**config.mk**
```make
export PLATFORM = sky130hd
export DESIGN_NAME = reflet_timer_subsys
export DESIGN_NICKNAME = d
export VERILOG_FILES = /design/src/reflet_pkg.sv /design/src/reflet_rw_register.sv /design/src/reflet_counter.sv /design/src/reflet_timer.sv /design/src/reflet_irq_ctrl.sv /design/src/reflet_timer_subsys.sv
export SDC_FILE = /design/constraint.sdc
export NUM_CORES = 1
export LEC_CHECK = 0
export BUFFER_PORTS_ARGS = -buffer_cell sky130_fd_sc_hd__buf_2
export CAP_MARGIN = 10
export CORE_MARGIN = 2
export CORE_UTILIZATION = 37
export CTS_CLUSTER_DIAMETER = 120
export DETAILED_ROUTE_END_ITERATION = 10
export GPL_TIMING_DRIVEN = 0
export MAX_ROUTING_LAYER = met4
export PLACE_DENSITY = 0.51
export SYNTH_ARGS = -nofsm -noshare
export SYNTH_HDL_FRONTEND = slang
export SYNTH_HIERARCHICAL = 1
export SYNTH_SLANG_ARGS = --single-unit
```
**constraint.sdc**
```tcl
create_clock -name clk -period 6.73 [get_ports clk]
set_input_delay 1.6825 -clock clk [delete_from_list [all_inputs] [get_ports clk]]
set_output_delay 1.6825 -clock clk [all_outputs]
set_load 0.1 [all_outputs]
```
**src/reflet_pkg.sv**
```systemverilog
package reflet_pkg;

    // ====================
    // system bus
    // ====================

    localparam int bus_addr_w = 16;  // address width.
    localparam int bus_data_w = 8;   // data width.

    // ====================
    // address map
    // ====================

    localparam logic [bus_addr_w-1:0] timer0_base = 16'hFF10;  // three bytes.
    localparam logic [bus_addr_w-1:0] timer1_base = 16'hFF14;  // three bytes.
    localparam logic [bus_addr_w-1:0] irq_base    = 16'hFF18;  // two bytes.

    // ====================
    // register offsets
    // ====================

    // timer window
    localparam logic [1:0] off_pre1 = 2'd0;  // first prescaler.
    localparam logic [1:0] off_pre2 = 2'd1;  // second prescaler.
    localparam logic [1:0] off_mcnt = 2'd2;  // main count, zero stops the timer.

    // interrupt controller window
    localparam logic [1:0] off_irq_status = 2'd0;  // pending bits, write one to clear.
    localparam logic [1:0] off_irq_mask   = 2'd1;  // per source enable.

    localparam int n_timers = 2;  // interrupt sources.

endpackage

```
**src/reflet_rw_register.sv**
```systemverilog
module reflet_rw_register
    import reflet_pkg::*;
#(
    parameter logic [1:0]            reg_addr      = 2'd0,
    parameter logic [bus_data_w-1:0] default_value = '0
) (
    input  logic                  clk,
    input  logic                  rst_n,
    input  logic                  enable,
    input  logic [1:0]            addr,
    input  logic                  write_en,
    input  logic [bus_data_w-1:0] data_in,
    output logic [bus_data_w-1:0] data_out,
    output logic [bus_data_w-1:0] data
);

    logic hit;

    // the window decode is done by the parent, only the offset is checked here
    assign hit = enable && (addr == reg_addr);

    always_ff @(posedge clk or negedge rst_n) begin
        if (!rst_n) begin
            data <= default_value;
        end else if (hit && write_en) begin
            data <= data_in;  // load on a bus write.
        end
    end

    // zero when not selected so the parent can OR the read data.
    assign data_out = hit ? data : '0;

endmodule

```
**src/reflet_counter.sv**
```systemverilog
module reflet_counter #(
    parameter int size = 8
) (
    input  logic            clk,
    input  logic            rst_n,
    input  logic            clear,
    input  logic            enable,
    input  logic [size-1:0] max,
    output logic            out
);

    logic [size-1:0] count;
    logic            at_top;

    // last state before the wrap.
    assign at_top = (count == max - 1'b1);

    // terminal pulse, one cycle per wrap.
    assign out = enable && !clear && at_top;

    // ====================
    // count register
    // ====================

    always_ff @(posedge clk or negedge rst_n) begin
        if (!rst_n) begin
            count <= '0;
        end else if (clear) begin
            count <= '0;  // held while stopped.
        end else if (enable) begin
            if (at_top) begin
                count <= '0;
            end else begin
                count <= count + 1'b1;
            end
        end
    end

endmodule

```
**src/reflet_timer.sv**
```systemverilog
module reflet_timer
    import reflet_pkg::*;
#(
    parameter logic [bus_addr_w-1:0] base_addr = timer0_base
) (
    input  logic                  clk,
    input  logic                  rst_n,
    input  logic                  enable,
    input  logic [bus_addr_w-1:0] addr,
    input  logic                  write_en,
    input  logic [bus_data_w-1:0] data_in,
    output logic [bus_data_w-1:0] data_out,
    output logic                  interrupt
);

    // ====================
    // address decode
    // ====================

    logic                  using_timer;
    logic [bus_addr_w-1:0] addr_rel;
    logic [1:0]            offset;

    assign using_timer = enable && (addr >= base_addr) && (addr < base_addr + 3);
    assign addr_rel    = addr - base_addr;
    assign offset      = addr_rel[1:0];  // byte inside the window.

    // ====================
    // configuration registers
    // ====================

    logic [bus_data_w-1:0] dout_pre1, dout_pre2, dout_mcnt;
    logic [bus_data_w-1:0] pre1, pre2, mcnt;

    reflet_rw_register #(.reg_addr(off_pre1), .default_value('0)) reg_pre1 (
        .clk      (clk),
        .rst_n    (rst_n),
        .enable   (using_timer),
        .addr     (offset),
        .write_en (write_en),
        .data_in  (data_in),
        .data_out (dout_pre1),
        .data     (pre1)
    );

    reflet_rw_register #(.reg_addr(off_pre2), .default_value('0)) reg_pre2 (
        .clk      (clk),
        .rst_n    (rst_n),
        .enable   (using_timer),
        .addr     (offset),
        .write_en (write_en),
        .data_in  (data_in),
        .data_out (dout_pre2),
        .data     (pre2)
    );

    reflet_rw_register #(.reg_addr(off_mcnt), .default_value('0)) reg_mcnt (
        .clk      (clk),
        .rst_n    (rst_n),
        .enable   (using_timer),
        .addr     (offset),
        .write_en (write_en),
        .data_in  (data_in),
        .data_out (dout_mcnt),
        .data     (mcnt)
    );

    assign data_out = dout_pre1 | dout_pre2 | dout_mcnt;

    // ====================
    // counter chain
    // ====================

    logic                  timer_stop;
    logic [bus_data_w:0]   pre1_max, pre2_max;  // one bit wider for the +1.
    logic                  pre1_out, pre2_out;

    assign timer_stop = (mcnt == '0);  // zero main count stops the timer.
    assign pre1_max   = {1'b0, pre1} + 1'b1;
    assign pre2_max   = {1'b0, pre2} + 1'b1;

    reflet_counter #(.size(bus_data_w + 1)) pre1_cnt (
        .clk(clk), .rst_n(rst_n), .clear(timer_stop),
        .enable(1'b1), .max(pre1_max), .out(pre1_out)
    );

    reflet_counter #(.size(bus_data_w + 1)) pre2_cnt (
        .clk(clk), .rst_n(rst_n), .clear(timer_stop),
        .enable(pre1_out), .max(pre2_max), .out(pre2_out)
    );

    // its wrap pulse is the interrupt.
    reflet_counter #(.size(bus_data_w)) mcnt_cnt (
        .clk(clk), .rst_n(rst_n), .clear(timer_stop),
        .enable(pre2_out), .max(mcnt), .out(interrupt)
    );

endmodule

```
**src/reflet_irq_ctrl.sv**
```systemverilog
module reflet_irq_ctrl
    import reflet_pkg::*;
#(
    parameter logic [bus_addr_w-1:0] base_addr = irq_base
) (
    input  logic                  clk,
    input  logic                  rst_n,
    input  logic                  enable,
    input  logic [bus_addr_w-1:0] addr,
    input  logic                  write_en,
    input  logic [bus_data_w-1:0] data_in,
    output logic [bus_data_w-1:0] data_out,
    input  logic [n_timers-1:0]   timer_irq,
    output logic                  irq
);

    // ====================
    // address decode
    // ====================

    logic                  using_irq;
    logic [bus_addr_w-1:0] addr_rel;
    logic [1:0]            offset;
    logic                  status_sel;

    assign using_irq  = enable && (addr >= base_addr) && (addr < base_addr + 2);
    assign addr_rel   = addr - base_addr;
    assign offset     = addr_rel[1:0];
    assign status_sel = using_irq && (offset == off_irq_status);

    // ====================
    // mask register
    // ====================

    logic [bus_data_w-1:0] dout_mask;
    logic [bus_data_w-1:0] mask;

    reflet_rw_register #(.reg_addr(off_irq_mask), .default_value('0)) reg_mask (
        .clk      (clk),
        .rst_n    (rst_n),
        .enable   (using_irq),
        .addr     (offset),
        .write_en (write_en),
        .data_in  (data_in),
        .data_out (dout_mask),
        .data     (mask)
    );

    // ====================
    // pending bits
    // ====================

    logic [n_timers-1:0]   pending;
    logic [n_timers-1:0]   clear_bits;
    logic [bus_data_w-1:0] dout_status;

    // write one to clear.
    assign clear_bits = (status_sel && write_en) ? data_in[n_timers-1:0] : '0;

    always_ff @(posedge clk or negedge rst_n) begin
        if (!rst_n) begin
            pending <= '0;
        end else begin
            pending <= (pending & ~clear_bits) | timer_irq;  // a new pulse wins.
        end
    end

    assign dout_status = status_sel ? {{(bus_data_w - n_timers){1'b0}}, pending} : '0;
    assign data_out    = dout_status | dout_mask;

    // level output, high while any unmasked source is pending.
    assign irq = |(pending & mask[n_timers-1:0]);

endmodule

```
**src/reflet_timer_subsys.sv**
```systemverilog
module reflet_timer_subsys
    import reflet_pkg::*;
(
    input  logic                  clk,
    input  logic                  rst_n,
    input  logic                  enable,
    input  logic [bus_addr_w-1:0] addr,
    input  logic                  write_en,
    input  logic [bus_data_w-1:0] data_in,
    output logic [bus_data_w-1:0] data_out,
    output logic                  irq
);

    logic [bus_data_w-1:0] dout_timer0;
    logic [bus_data_w-1:0] dout_timer1;
    logic [bus_data_w-1:0] dout_irq;
    logic [n_timers-1:0]   timer_irq;  // one pulse line per timer.

    // ====================
    // timers
    // ====================

    reflet_timer #(.base_addr(timer0_base)) i_timer0 (
        .clk       (clk),
        .rst_n     (rst_n),
        .enable    (enable),
        .addr      (addr),
        .write_en  (write_en),
        .data_in   (data_in),
        .data_out  (dout_timer0),
        .interrupt (timer_irq[0])
    );

    reflet_timer #(.base_addr(timer1_base)) i_timer1 (
        .clk       (clk),
        .rst_n     (rst_n),
        .enable    (enable),
        .addr      (addr),
        .write_en  (write_en),
        .data_in   (data_in),
        .data_out  (dout_timer1),
        .interrupt (timer_irq[1])
    );

    // ====================
    // interrupt controller
    // ====================

    reflet_irq_ctrl #(.base_addr(irq_base)) i_irq_ctrl (
        .clk       (clk),
        .rst_n     (rst_n),
        .enable    (enable),
        .addr      (addr),
        .write_en  (write_en),
        .data_in   (data_in),
        .data_out  (dout_irq),
        .timer_irq (timer_irq),
        .irq       (irq)
    );

    // each block returns zero outside its own window.
    assign data_out = dout_timer0 | dout_timer1 | dout_irq;

endmodule

```
==> summary.md, run 1 <==
| Metric | Value |
|---|---|
| Clock Path Buffers | `2` |
| Worst hold stages | `1` |
| Synth Area per Inst | `9.34 sq um` |
| Cell Rows | `56` |
| H-Tree Depth | `3` |
| Root Buffer | `clkbuf_16` |
| Slew Viols, Final | `0` |
| Placeable Area | `between 20000 and 25000 sq um` |
| DRT antenna net count | `0` |
| Clock sink total | `between 100 and 150` |
| Netlist Area Pre-Place | `8670 sq um` |
| Fmax | `158 MHz` |
| Slew HR | `32.4%` |
| Final WS setup | `0.395 ns` |
| Antenna diode count | `0` |
| Detailed placement HPWL | `roughly 15000 um` |
| Initial Util | `37.3%` |
| Top_reg_cell synth | `dfrtp_1` |
| DIE WIDTH | `roughly 160 um` |
| Layout cells sized above 1 | `19.3%` |
| WL/cell | `16.1 um` |
| Tcrit/Tclk final | `94.1%` |
| Crit-path max FO | `8` |
| Power Density | `131 nW/um^2` |
| Global Route Usage Sum | `18.7%` |
| Yosys cell types | `67` |
| Post-place setup slack | `0.414 ns` |
| Die area | `24700 sq um` |
| Worst hold endpoint | `i_irq_ctrl/reg_mask/data[7]` |
| Sequential share of the synthesized area | `a little under a third` |
| Ys Warns | `6` |
| Fill cells | `2331` |
| Min Clock Period, post-route | `approximately 6.3 ns` |
| RSZ-0062 raised after global routing | `no` |
| Worst-Margin Slew | `1.00 ns` |
| Chip Height | `157 um` |
| Yosys reg bits | `110` |
| Critical path type | `input pin to output port` |
| Cell taking the most area after synthesis | `dfrtp_1` |
| First-pass GRT wire length | `36100 um` |
| Worst hold start | `i_irq_ctrl/reg_mask/data[7]` |
| IO Pins | `37` |
| Layout area overhead | `11.1%` |
| Worst R2R Setup Slack | `approximately 1.2 ns` |
| Highest routed metal layer | `met4` |
| DRC | `0` |
| Post-CTS setup buffers | `0` |
| Worst skew pair latency | `0.35 ns` |
| Wire length on met2 | `about 9500 um` |
| R2R Path Start | `i_timer1/reg_pre1/data[1]` |
| Resized Gates After CTS | `0` |
| MaxCap Viol Count | `0` |
| Startpoint types | `input pin` |
| Top post-synthesis cells by count | `110 x dfrtp_1, 66 x and2_1, 65 x nand2_1` |
| DR WL met3 | `685 um` |
| Number of synthesized flops with an enable pin | `0` |
| Crit. End Element | `output port` |
| Post-synthesis cell count | `between 900 and 1000` |
| CTS Hold Bufs | `0` |
| Vias in the first global route | `approximately 6800` |
| Total Wirelength | `21200 um` |
| CP Data Required Time | `5.05 ns` |
| Largest net degree at the start of global routing | `85` |
| Worst Skew | `~0.011 ns` |
| Gpl congestion | `0.796` |
| Leak | `4.34 nW` |
| Initial antenna violation count | `0` |
| Nets | `1036` |
| Status | `finished, final reports clean` |
| Met1 wire length | `11000 um` |
| Fin. Hold Viols | `0` |
| Via count | `6999` |
| Post-synth ARST share | `100%` |
| GRT Residual Overflow | `0` |
| Clock buffer count from CTS | `9` |
| Register area | `2750 sq um` |
| Most common cell in the netlist | `dfrtp_1` |
| Router iterations before antenna repair | `4` |
| Vias/cell | `5.32` |
| Worst Hold Class | `flop to flop` |
| Reg-to-reg endpoint | `i_timer1/mcnt_cnt/count[2]` |
| Sum Neg Setup Slack | `0 ns` |
| DRT iter0 DRCs | `324` |
| IO buf count | `36` |
| VDD IR max | `0.111 mV` |
| Largest cells by area after synthesis | `dfrtp_1 32%, mux2_2 7.3%, and2_1 4.8%` |
| Final setup violation count | `0` |
| Clk slew on worst S/H paths | `0.07 ns` |
| Area of the multi-input gates | `5640 sq um` |
| Worst Path Arrival | `4.65 ns` |
| Worst reg-to-reg path cell count | `15` |
| Top-area cell type share of the netlist area | `roughly a third` |
| CTS tree | `done` |
-- state kept, by name, summed over array words and instances, names as in the netlist --
signal / cells
i_irq_ctrl/pending: 2
i_irq_ctrl/reg_mask/data: 8
i_timer0/mcnt_cnt/count: 8
i_timer0/pre1_cnt/count: 9
i_timer0/pre2_cnt/count: 9
i_timer0/reg_mcnt/data: 8
i_timer0/reg_pre1/data: 8
i_timer0/reg_pre2/data: 8
i_timer1/mcnt_cnt/count: 8
i_timer1/pre1_cnt/count: 9
i_timer1/pre2_cnt/count: 9
i_timer1/reg_mcnt/data: 8
i_timer1/reg_pre1/data: 8
i_timer1/reg_pre2/data: 8
-- placed cells by master (no fill, tap or decap), types with 18 or more instances in the layout --
master	count
and2_1	66
or3_1	28
xor2_1	45
nand3_1	44
nor2_1	46
nor3_1	32
o21ai_0	26
mux2_2	56
dfrtp_1	110
buf_2	37
inv_1	24
xnor2_1	35
o22ai_1	18
and3_1	18
clkbuf_1	19
nand2_1	65
a21oi_1	30
-- metal layers --
metal,vias up,global-route usage [%]
met5,-,-
met4,0,3.20
met3,8,2.45
met2,100,27.8
met1,3361,27.6
li1,3530,-
-- power by group --
| group | leakage, nW | internal [mW] | switching [mW] |
|---|---|---|---|
| Combinational | 2.67 | 0.0148 | 0.0399 |
| Sequential | 1.54 | 0.660 | 0.0000733 |
| Clock | 0.139 | 0.289 | 0.257 |
-- stage by stage --
stage / hold slack [ns] / instance area [sq um] / total power, mW / cells / utilization, %
after detailed placement: 0.485 / 9350 / 0.729 / 1300 / 40.2
after global placement: 0.478 / 9300 / 0.727 / 1297 / 40.0
final: 0.497 / 9640 / 1.26 / 1315 / 41.4
after floorplan: 0.470 / 8720 / 0.686 / 942 / -
after global routing: 0.517 / 9640 / 1.32 / 1315 / 41.4
after CTS: 0.501 / 9640 / 1.29 / 1315 / 41.4
-- final cells by class --
type,instances,share of cell area (%)
clock inverters,5,0.623
clock buffers,10,2.38
well taps,319,4.14
flip-flops and latches,110,28.6
plain buffers,38,2.47
multi-input cells,770,58.6
repair buffers,39,2.32
inverters,24,0.935
-- cell families (layout without fill, tap and decap cells) --
| family | Yosys count | in the layout | share of synthesized area (%) |
|---|---|---|---|
| DFF | 110 | 110 | 31.7 |
| buffers and inverters | 62 | 116 | 3.78 |
| and+or+nand+nor | 431 | 431 | 31.2 |
| xor gates and xnor gates | 80 | 80 | 8.08 |
| AOI/OAI and AO/OA | 163 | 163 | 14.1 |
| muxes | 64 | 64 | 8.77 |
| other | 2 | 16 | 0.0866 |
| adders and majority gates | 16 | 16 | 2.31 |
-- worst max path at each step --
stage	start	to	slack, ns	cells past startpoint
2_1_floorplan	addr[6]	data_out[0]	0.90	7
3_3_place_gp	addr[2]	data_out[5]	0.38	9
3_5_place_dp	addr[6]	data_out[2]	0.41	9
4_1_cts	addr[6]	data_out[0]	0.40	9
5_1_grt	addr[6]	data_out[0]	0.20	9
6_report	addr[6]	data_out[0]	0.40	9
-- worst max-delay path, stage by stage --
cell	delay, ns
buf_2	0.11
or4b_1	0.53
a2111oi_2	0.20
and4b_1	0.44
nor3b_1	0.71
and2_1	0.27
or3_1	0.15
or3_1	0.13
buf_2	0.43
Note: power is estimated with default switching activity, not from simulation.
==> run 2, diff against run 1 <==
clock period = 6 ns   (was 6.73 ns; I/O delays follow)
==> run 2 against run 1 <==
Net effect:
- utilization increased by 0.070 points
- setup slack got worse by 0.12 ns
- first-iteration DRC count increased by 14%
- hold slack about the same
- total power increased by 12%
- wire length increased by 0.47%
- register-to-register slack got worse by 0.45 ns
- largest cell class unchanged
- sequential power increased by 12%
- final cell count unchanged
- die area unchanged
==> summary.md, run 2 (synthesis gave the netlist of run 1 again) <==
| Metric | Value |
|---|---|
| Status | `finished, final reports clean` |
| Fmax | `175 MHz` |
| Total power | `1.42 mW` |
| Commonest non-fill, non-tap cell in the layout | `dfrtp_1` |
| Worst-Margin Slew | `0.954 ns` |
| Crit-path max FO | `8` |
| MaxCap Viol Count | `0` |
| Clock sink total | `110` |
| Power Density | `147 nW/um^2` |
| Detailed placement HPWL | `15200 um` |
| DRT iter0 DRCs | `about 370` |
| Vias in the first global route | `just under 7000` |
| DIE WIDTH | `157 um` |
| Min Clock Period, post-route | `5.72 ns` |
| Vias/cell | `5.33` |
| Chip Height | `roughly 160 um` |
| Tcrit/Tclk final | `95.4%` |
| First-pass GRT wire length | `36100 um` |
| Total Wirelength | `21300 um` |
| Layout area overhead | `11.3%` |
| Slew Viols, Final | `0` |
| Sum Neg Setup Slack | `0 ns` |
| WL/cell | `16.2 um` |
| Initial Util | `37.3%` |
| Leak | `4.35 nW` |
| Worst Skew | `0.0107 ns` |
| Critical path type | `input pin to output port` |
| Clock Path Buffers | `2` |
| GRT Residual Overflow | `0` |
| Nets | `1036` |
| Worst Path Arrival | `4.22 ns` |
| Post-place setup slack | `a little under 0.05 ns` |
| CP Data Required Time | `~4.5 ns` |
| H-Tree Depth | `3` |
| Placeable Area | `approximately 23000 sq um` |
| Clk slew on worst S/H paths | `around 0.07 ns` |
| DRT antenna net count | `0` |
| Global Route Usage Sum | `around a fifth` |
| CTS Hold Bufs | `0` |
| Fin. Hold Viols | `0` |
| Slew HR | `35.8%` |
| Router iterations before antenna repair | `4` |
| Via count | `about 7000` |
| Layout cells sized above 1 | `19.6%` |
| Worst Hold Class | `flop to flop` |
| Antenna diode count | `0` |
| RSZ-0062 raised after global routing | `no` |
| Post-CTS setup buffers | `0` |
| Cell Rows | `between 50 and 60` |
| IO Pins | `37` |
| Initial antenna violation count | `0` |
| Commonest non-fill, non-tap cells in the layout | `110 x dfrtp_1, 66 x and2_1, 65 x nand2_1, 56 x mux2_2, 46 x nor2_1` |
| Largest net degree at the start of global routing | `85` |
| IO buf count | `36` |
| Gpl congestion | `0.796` |
| VDD IR max | `0.124 mV` |
| Clock buffer count from CTS | `9` |
| CTS tree | `done` |
| Final WS setup | `0.278 ns` |
| Startpoint types | `input pin` |
| Die area | `24700 sq um` |
| Final setup violation count | `0` |
| Fill cells | `2329` |
| Root Buffer | `clkbuf_16` |
| Worst skew pair latency | `0.35 ns` |
| Crit. End Element | `output port` |
| DRC | `0` |
[run 2: worst paths after layout]
path	depth (start not counted)	end	slack, ns	startpoint
max in group asynchronous	2	i_timer0/pre1_cnt/count[3]	4.25	rst_n
worst max register to register	15	i_timer1/mcnt_cnt/count[2]	0.71	i_timer1/reg_pre1/data[1]
worst min register to register	1	i_irq_ctrl/reg_mask/data[7]	0.50	i_irq_ctrl/reg_mask/data[7]
worst min-delay path	1	i_irq_ctrl/reg_mask/data[7]	0.50	i_irq_ctrl/reg_mask/data[7]
worst max-delay path	9	data_out[0]	0.28	addr[6]
min in group asynchronous	1	i_timer1/pre2_cnt/count[4]	1.02	rst_n
[run 2: layout make-up]
| class | count | area [sq um] | area share [%] |
|---|---|---|---|
| buffer | 38 | 238 | 2.46 |
| clock buffer | 10 | 229 | 2.37 |
| clock inverter | 5 | 60.1 | 0.622 |
| inverter | 24 | 90.1 | 0.933 |
| multi-input combinational | 770 | 5660 | 58.6 |
| sequential | 110 | 2750 | 28.5 |
| tap | 319 | 399 | 4.13 |
| timing repair buffer | 39 | 224 | 2.32 |
[run 2: repair_timing]
item | 4_1_cts | 5_1_grt
hold endpoints to repair | 0 | 0
endpoints found under the setup margin | 0 | 13
resized for setup | 0 | 3
[run 2: through the flow]
stage          hold slack [ns]  instances  cell area [sq um]  util (%)
2_1_floorplan            0.470        942               8720         -
3_3_place_gp             0.478       1297               9300      40.0
3_5_place_dp             0.485       1300               9350      40.2
4_1_cts                  0.501       1315               9640      41.4
5_1_grt                  0.517       1315               9650      41.5
6_report                 0.497       1315               9650      41.5
[run 2: critical path, cell delays in order]
cell and delay (ns):
buf_2 0.11, or4b_1 0.53, a2111oi_2 0.20, and4b_1 0.45, nor3b_2 0.48, and2_1 0.23
or3_1 0.14, or3_1 0.14, buf_2 0.43
[run 2: report_power, final]
part | switching, mW | internal [mW]
logic | 0.0449 | 0.0166
registers | 0.0000825 | 0.741
clock network | 0.289 | 0.324
total | 0.334 | 1.08
[run 2: metal layers]
layer | share of wire [%] | global-route usage [%] | vias up
met5 | 0 | - | -
met2 | 44 | 27.8 | 97
met3 | 2.9 | 2.45 | 8
met1 | 52 | 27.6 | 3367
li1 | - | - | 3531
met4 | 0.51 | 3.20 | 0
